**config.mk**
```make
export PLATFORM = sky130hd
export DESIGN_NAME = controlUnit
export DESIGN_NICKNAME = d
export VERILOG_FILES = /design/src/rtl/controlPkg.sv /design/src/rtl/opcodeDecoder.sv /design/src/rtl/stepSequencer.sv /design/src/rtl/controlUnit.sv
export SDC_FILE = /design/constraint.sdc
export NUM_CORES = 1
export LEC_CHECK = 0
export BUFFER_PORTS_ARGS = -buffer_cell sky130_fd_sc_hd__buf_2
export CELL_PAD_IN_SITES_DETAIL_PLACEMENT = 0
export CELL_PAD_IN_SITES_GLOBAL_PLACEMENT = 1
export CORE_MARGIN = 5
export CORE_UTILIZATION = 37
export DETAILED_ROUTE_END_ITERATION = 12
export GPL_ROUTABILITY_DRIVEN = 0
export HOLD_SLACK_MARGIN = 0.02
export PLACE_DENSITY = 0.81
export SLEW_MARGIN = 20
export SYNTH_ARGS = -nofsm -noshare
export SYNTH_HDL_FRONTEND = slang
export SYNTH_SLANG_ARGS = --single-unit
```
**constraint.sdc**
```tcl
create_clock -name clk -period 1.9 [get_ports clk]
set_clock_uncertainty 0.1 [all_clocks]
set_input_delay 0.19 -clock clk [delete_from_list [all_inputs] [get_ports clk]]
set_output_delay 0.19 -clock clk [all_outputs]
set_load 0.02 [all_outputs]
```
**src/rtl/controlPkg.sv**
```systemverilog
// Control unit shared types
`default_nettype none

package controlPkg;

    localparam int unsigned opcodeWidth = 6;
    localparam int unsigned aluOpWidth = 4;
    localparam int unsigned stepWidth = 3;

    // ALU codes the unit produces on its own
    localparam logic [aluOpWidth-1:0] aluPass = 4'd0;
    localparam logic [aluOpWidth-1:0] aluAdd = 4'd1;

    // execute step numbers
    localparam logic [stepWidth-1:0] stepFields = 3'd3;     // static fields load here
    localparam logic [stepWidth-1:0] stepHaltWait = 3'd3;   // HALT parks here until irq
    localparam logic [stepWidth-1:0] lastStepAlu = 3'd5;
    localparam logic [stepWidth-1:0] lastStepBranch = 3'd5;
    localparam logic [stepWidth-1:0] lastStepMem = 3'd6;
    localparam logic [stepWidth-1:0] lastStepNop = 3'd4;    // also HALT

    // instruction set encodings
    typedef enum logic [opcodeWidth-1:0] {
        opRType = 6'b000000,
        opAddi  = 6'b000001,
        opSubi  = 6'b000010,
        opAndi  = 6'b000011,
        opOri   = 6'b000100,
        opXori  = 6'b000101,
        opNoti  = 6'b000110,
        opSlai  = 6'b000111,
        opSrli  = 6'b001000,
        opSrai  = 6'b001001,
        opBr    = 6'b001010,
        opBmi   = 6'b001011,
        opBpl   = 6'b001100,
        opBz    = 6'b001101,
        opLd    = 6'b001110,
        opSt    = 6'b001111,
        opMove  = 6'b010010,
        opPush  = 6'b010011,   // stack ops are not supported
        opPop   = 6'b010100,
        opCall  = 6'b010101,
        opHalt  = 6'b010110,
        opNop   = 6'b010111,
        opRet   = 6'b011000,
        opNori  = 6'b011001,
        opSlti  = 6'b011010,
        opSgti  = 6'b011011
    } opcode_t;

    // what the sequencer needs to know about an opcode
    typedef enum logic [2:0] {
        clsAluReg = 3'd0,
        clsAluImm = 3'd1,
        clsBranch = 3'd2,
        clsLoad   = 3'd3,
        clsStore  = 3'd4,
        clsHalt   = 3'd5,
        clsNop    = 3'd6
    } instrClass_t;

    // branch condition seen by the PC logic
    typedef enum logic [2:0] {
        brNone   = 3'd0,
        brAlways = 3'd1,
        brPlus   = 3'd2,
        brMinus  = 3'd3,
        brZero   = 3'd4
    } branchKind_t;

    // fields that stay put for a whole instruction
    typedef struct packed {
        branchKind_t branchOp;
        logic [aluOpWidth-1:0] aluOp;
        logic aluSrc;      // 1 selects the immediate
        logic regDst;      // 1 selects rd
    } ctrlStatic_t;

    // one-step datapath pulses
    typedef struct packed {
        logic regWrite;
        logic memRead;
        logic memWrite;
        logic memToReg;
    } ctrlStrobe_t;

    typedef struct packed {
        ctrlStatic_t staticFields;
        ctrlStrobe_t strobes;
    } ctrlWord_t;

endpackage

`default_nettype wire

```
**src/rtl/opcodeDecoder.sv**
```systemverilog
// Opcode decoder
`default_nettype none

module opcodeDecoder (
    input  logic clk,
    input  logic reset,
    input  logic [controlPkg::opcodeWidth-1:0] opcode,
    input  logic sample,
    input  logic loadFields,
    output controlPkg::instrClass_t instrClass,
    output controlPkg::ctrlStatic_t fields
);

    logic [controlPkg::opcodeWidth-1:0] opcodeReg;
    controlPkg::branchKind_t branchKind;
    logic isMove;

    // opcode latch, taken at the end of fetch
    always_ff @(posedge clk) begin
        if (reset) begin
            opcodeReg <= '0;
        end else if (sample) begin
            opcodeReg <= opcode;
        end
    end

    // classify the latched opcode
    always_comb begin
        instrClass = controlPkg::clsNop;
        branchKind = controlPkg::brNone;
        isMove = 1'b0;
        case (opcodeReg)
            controlPkg::opRType: instrClass = controlPkg::clsAluReg;
            controlPkg::opAddi, controlPkg::opSubi, controlPkg::opAndi,
            controlPkg::opOri, controlPkg::opXori, controlPkg::opNori,
            controlPkg::opNoti, controlPkg::opSlai, controlPkg::opSrli,
            controlPkg::opSrai, controlPkg::opSlti, controlPkg::opSgti: begin
                instrClass = controlPkg::clsAluImm;
            end
            controlPkg::opMove: begin
                instrClass = controlPkg::clsAluImm;
                isMove = 1'b1;   // rt = rs + 0
            end
            controlPkg::opBr: begin
                instrClass = controlPkg::clsBranch;
                branchKind = controlPkg::brAlways;
            end
            controlPkg::opBpl: begin
                instrClass = controlPkg::clsBranch;
                branchKind = controlPkg::brPlus;
            end
            controlPkg::opBmi: begin
                instrClass = controlPkg::clsBranch;
                branchKind = controlPkg::brMinus;
            end
            controlPkg::opBz: begin
                instrClass = controlPkg::clsBranch;
                branchKind = controlPkg::brZero;
            end
            controlPkg::opLd: instrClass = controlPkg::clsLoad;
            controlPkg::opSt: instrClass = controlPkg::clsStore;
            controlPkg::opHalt: instrClass = controlPkg::clsHalt;
            // stack ops fall through as NOP
            controlPkg::opPush, controlPkg::opPop, controlPkg::opCall,
            controlPkg::opRet, controlPkg::opNop: instrClass = controlPkg::clsNop;
            default: instrClass = controlPkg::clsNop;
        endcase
    end

    // static fields, reloaded once per instruction
    always_ff @(posedge clk) begin
        if (reset) begin
            fields <= '0;
        end else if (loadFields) begin
            fields <= '0;   // halt, nop and anything unknown
            case (instrClass)
                controlPkg::clsAluReg: begin
                    fields.aluOp <= controlPkg::aluPass;   // ALU decodes funct itself
                    fields.regDst <= 1'b1;
                end
                controlPkg::clsAluImm: begin
                    // low opcode bits pick the ALU op
                    fields.aluOp <= isMove ? controlPkg::aluAdd
                                           : opcodeReg[controlPkg::aluOpWidth-1:0];
                    fields.aluSrc <= 1'b1;
                end
                controlPkg::clsBranch: begin
                    fields.branchOp <= branchKind;
                    fields.aluOp <= controlPkg::aluAdd;   // pc + imm
                    fields.aluSrc <= 1'b1;
                end
                controlPkg::clsLoad, controlPkg::clsStore: begin
                    fields.aluOp <= controlPkg::aluAdd;   // address = rs + imm
                    fields.aluSrc <= 1'b1;
                end
                default: ;
            endcase
        end
    end

endmodule

`default_nettype wire

```
**src/rtl/stepSequencer.sv**
```systemverilog
// Fetch and execute step sequencer
`default_nettype none

module stepSequencer (
    input  logic clk,
    input  logic reset,
    input  logic irq,
    input  controlPkg::instrClass_t instrClass,
    output logic sample,
    output logic loadFields,
    output controlPkg::ctrlStrobe_t strobes,
    output logic updatePc
);

    typedef enum logic {
        phFetch,
        phExecute
    } phase_t;

    phase_t phase;
    phase_t nextPhase;
    logic [controlPkg::stepWidth-1:0] step;
    logic [controlPkg::stepWidth-1:0] nextStep;
    logic [controlPkg::stepWidth-1:0] lastStep;
    logic haltStall;
    controlPkg::ctrlStrobe_t strobesNext;

    // handshake to the decoder
    assign sample = (phase == phFetch);
    assign loadFields = (phase == phExecute) && (step == controlPkg::stepFields);

    // final step per class
    always_comb begin
        case (instrClass)
            controlPkg::clsAluReg, controlPkg::clsAluImm: lastStep = controlPkg::lastStepAlu;
            controlPkg::clsBranch: lastStep = controlPkg::lastStepBranch;
            controlPkg::clsLoad, controlPkg::clsStore: lastStep = controlPkg::lastStepMem;
            default: lastStep = controlPkg::lastStepNop;   // halt, nop
        endcase
    end

    // HALT holds at its wait step while irq is low
    assign haltStall = (phase == phExecute) && (instrClass == controlPkg::clsHalt)
                       && (step == controlPkg::stepHaltWait) && !irq;

    // next phase and step
    always_comb begin
        nextPhase = phase;
        nextStep = step;
        if (phase == phFetch) begin
            nextPhase = phExecute;
            nextStep = '0;
        end else if (haltStall) begin
            nextStep = step;
        end else if (step == lastStep) begin
            nextPhase = phFetch;   // instruction done
            nextStep = '0;
        end else begin
            nextStep = step + 3'd1;
        end
    end

    // strobes for the step being entered
    always_comb begin
        strobesNext = '0;
        if (nextPhase == phExecute) begin
            case (instrClass)
                controlPkg::clsAluReg, controlPkg::clsAluImm: begin
                    strobesNext.regWrite = (nextStep == controlPkg::lastStepAlu);
                end
                controlPkg::clsLoad: begin
                    // read first, then write back from memory
                    strobesNext.memRead = (nextStep == controlPkg::lastStepMem - 3'd1);
                    strobesNext.regWrite = (nextStep == controlPkg::lastStepMem);
                    strobesNext.memToReg = (nextStep == controlPkg::lastStepMem);
                end
                controlPkg::clsStore: begin
                    strobesNext.memWrite = (nextStep == controlPkg::lastStepMem);
                end
                default: ;   // branch, halt, nop
            endcase
        end
    end

    always_ff @(posedge clk) begin
        if (reset) begin
            phase <= phFetch;
            step <= '0;
            strobes <= '0;
            updatePc <= 1'b0;
        end else begin
            phase <= nextPhase;
            step <= nextStep;
            strobes <= strobesNext;
            // one cycle, during the fetch after the last step
            updatePc <= (phase == phExecute) && (nextPhase == phFetch);
        end
    end

endmodule

`default_nettype wire

```
**src/rtl/controlUnit.sv**
```systemverilog
// Multicycle control unit top
`default_nettype none

module controlUnit (
    input  logic clk,
    input  logic reset,
    input  logic [controlPkg::opcodeWidth-1:0] opcode,
    input  logic irq,
    output controlPkg::ctrlWord_t ctrl,
    output logic updatePc
);

    logic sample;
    logic loadFields;
    controlPkg::instrClass_t instrClass;
    controlPkg::ctrlStatic_t staticFields;
    controlPkg::ctrlStrobe_t strobeBits;

    opcodeDecoder decoder (
        .clk        (clk),
        .reset      (reset),
        .opcode     (opcode),
        .sample     (sample),
        .loadFields (loadFields),
        .instrClass (instrClass),
        .fields     (staticFields)
    );

    stepSequencer sequencer (
        .clk        (clk),
        .reset      (reset),
        .irq        (irq),
        .instrClass (instrClass),
        .sample     (sample),
        .loadFields (loadFields),
        .strobes    (strobeBits),
        .updatePc   (updatePc)
    );

    // static part from the decoder, pulses from the sequencer
    assign ctrl = {staticFields, strobeBits};

endmodule

`default_nettype wire

```
==> flow_summary_export.csv <==
group,metric,value,unit
power_and_ir_drop,switching_power,270,µW
logic_synthesis,syn_avg_cell_area,9.06,µm²
logic_synthesis,synth_top_area_share,36.8,%
placement,dpl.hpwl,2.29,mm
sta,setup_viol,0,
clocking,cts_sinks,24,
logic_synthesis,seq_area_frac_synth,36.8,%
clocking,cts_max_level,1,
detailed_routing,ant_nets,0,
critical_path,slowest_stage,"or4_4",
clocking,clkSlewWorstSetupHoldPaths,120,ps
logic_synthesis,synthTopCellsByArea,"dfxtp_1 (37%), mux2i_1 (5.4%), nor2_1 (4.3%)",
sta,relSlewSlack,66.0,%
detailed_routing,first_iter_violations,40,
grt,antenna_found_initial,0,
grt,grt_max_degree,17,
final_layout,synthToLayoutAreaGrowth,40.6,%
sta,fin_setup_tns,0,ps
run,cap_viol_max_count,0,
sta,min_period_over_period,99.2,%
final_layout,multiInputGateArea,881,µm²
detailed_routing,wl_met3,94,µm
run_status,status,"finished clean",
floorplanning,rows,21,
sta,fin_hold_ws,35.3,ps
critical_path,worstSetupPathType,"register to register",
logic_synthesis,yosys_warnings,0,
hold_path,hold_class,"input pin to register",
clocking,cts_buffers,3,
detailed_routing,detail_route.first_pass.iterations,4,
final_layout,layout_common_cells,"buf_2 (22), buf_4 (20), dfxtp_1 (17), nor2_1 (14), nand2_1 (11)",
detailed_routing,routedWlPerCell,14.2,µm
final_layout,seq_area,499,µm²
clocking,clk_path_buf_depth,2,
floorplanning,die_w,69.4,µm
critical_path,crit_path_end_kind,"register",
logic_synthesis,yosysTopAreaCell,"dfxtp_1",
floorplanning,dieArea,0.00481,mm²
sta,slew_violations,0,
power_and_ir_drop,cellPowerDensity,552,mW/mm²
critical_path,cp-start-kind,"register",
final_layout,antenna_cells,0,
critical_path,cp_max_fo,7,
critical_path,path_buf_inv,0,
final_layout,fin_nets,198,
power_and_ir_drop,p_leak,0.724,nW
power_and_ir_drop,seqPwrFrac,52.3,%
sta,hold_viol,0,
clocking,ctsRootBufferMaster,"clkbuf_4",
critical_path,cp_slowest_stage_delay,500,ps
logic_synthesis,synth_nets,155,
final_layout,nFillCells,355,
logic_synthesis,ys_ff_latch,24,
power_and_ir_drop,p_int,743,µW
power_and_ir_drop,ir_drop,294,µV
placement,portBuffers,22,
detailed_routing,maxUsedRoutingLayer,"met4",
clocking,cts_tree,"done",
detailed_routing,met2WireLength,1.79,mm
floorplanning,ios,23,
grt,track_usage,12.9,%
grt,grt_pass1_wl,5.22,mm
detailed_routing,drcViolationCount,0,
detailed_routing,vias_per_cell,5.35,
power_and_ir_drop,clock_power_share,26.2,%
sta,tightest_slew,505,ps
critical_path,critPathTopFamily,"simple AND/OR/NAND/NOR gates",
grt,grt-ovfl-total,0,
floorplanning,die_y,69.4,µm
logic_synthesis,syn_inst,144,
critical_path,worstPathCellList,"nand2b_1 -> o31a_1 -> or4_4 -> a31oi_4 -> a211oi_2",
sta,fmax,531,MHz
detailed_routing,vias,1241,
final_layout,fin_util,54.5,%
logic_synthesis,synth_area,0.00131,mm²
final_layout,drive_gt1_share,44.6,%
sta,rsz0062_at_grt,"yes",
floorplanning,start_util,38.8,%
sta,period_minus_slack,1880,ps
logic_synthesis,ys_types,48,
detailed_routing,wirelength,3.30,mm
critical_path,critical_path_arrival,1990,ps
power_and_ir_drop,swShare,26.6,%
final_layout,final_common_cell,"buf_2",
power_and_ir_drop,comb_power_share,21.5,%
critical_path,critical_path_required,2010,ps
detailed_routing,wl_met1,1.40,mm
floorplanning,core,0.00336,mm²
grt,grt_pass1_vias,1148,
clocking,insertion_delay,310,ps
cell usage after synthesis (all sizes together):
master,number
nand3b,1
or4b,1
nand4,2
nor2,15
xor2,1
o211ai,1
nor2b,4
nor4,3
a21oi,8
clkinvlp,1
clkbuf,7
or3b,1
mux2,2
nor3,4
nand4bb,2
o31a,2
o21ba,1
a32oi,3
nor4b,2
or3,2
o21a,1
or2b,1
a211o,1
dfxtp,24
a32o,1
nand3,1
buf,5
nand2b,4
a2111oi,2
ha,2
xnor2,2
mux2i,7
nand2,12
a31oi,1
o21ai,6
or4,2
a22oi,3
and3b,2
a211oi,3
a2111o,1
final timing paths:
| path | start | to | slack, ps | cells after the start |
|---|---|---|---|---|
| worst min register to register | decoder.fields[3]$_SDFFE_PP0P_ | decoder.fields[3]$_SDFFE_PP0P_ | 360 | 2 |
| worst max-delay path | decoder.opcodeReg[4]$_SDFFE_PP0N_ | sequencer.strobes[0]$_SDFF_PP0_ | 20 | 5 |
| worst max register to register | decoder.opcodeReg[4]$_SDFFE_PP0N_ | sequencer.strobes[0]$_SDFF_PP0_ | 20 | 5 |
| worst min-delay path | opcode[3] | decoder.opcodeReg[3]$_SDFFE_PP0N_ | 40 | 3 |
cell type report:
type                    count  area share (%)
repair buffers             50            19.2
clock buffers               4            1.98
multi-input cells         107            48.0
well taps                  46            3.14
flip-flops and latches     24            27.2
inverters                   1           0.409
cell families (layout without fill, tap and decap cells):
| logic type | count (synthesis) | after routing | synth area share (%) |
|---|---|---|---|
| flops | 24 | 24 | 36.8 |
| compound gates | 34 | 34 | 20.4 |
| buf+inv | 13 | 55 | 6.14 |
| mux | 9 | 9 | 7.10 |
| xor+xnor | 3 | 3 | 2.01 |
| simple gates | 59 | 59 | 25.6 |
| fa+ha+maj | 2 | 2 | 1.92 |
power by group through the flow:
stage	sequential (mW)	clock, mW	combinational, mW
final	0.530	0.265	0.218
after global routing	0.532	0.293	0.237
after CTS	0.533	0.277	0.180
after detailed placement	0.543	0	0.171
after global placement	0.542	0	0.167
after floorplan	0.537	0	0.120
per-stage QoR:
stage	area, µm²	std cells	setup WS [ps]	total power [mW]
after floorplan	1330	144	-19.9	0.658
after global placement	1570	218	26.8	0.709
after detailed placement	1570	218	-44.9	0.714
after CTS	1660	227	7.05	0.990
after global routing	1830	232	-55.8	1.06
final	1830	232	15.4	1.01
state kept, by name, summed over array words and instances, names as in the netlist:
name,flops
sequencer.updatePc,1
sequencer.step,3
sequencer.phase,1
decoder.fields,9
sequencer.strobes,4
decoder.opcodeReg,6
per-layer routing:
layer / up-vias / global-route usage (%)
met5: - / 0
met4: 0 / 3.90
met3: 2 / 2.32
met2: 15 / 22.4
met1: 608 / 16.1
li1: 616 / -
worst min-delay path, delay by kind of cell:
kind	cells	cell delay [ps]
buffers and inverters	1	90
multiplexers	1	60
AND/OR/NAND/NOR	1	70
repair_timing:
item / 4_1_cts / 5_1_grt
endpoints found under the hold margin: 5 / 0
setup endpoints to repair: 5 / 14
setup buffers: 0 / 5
hold buffers: 5 / 0
pin swaps: 0 / 14
gates cloned: 0 / 0
resized for setup: 3 / 30
Note: power is estimated with default switching activity, not from simulation.
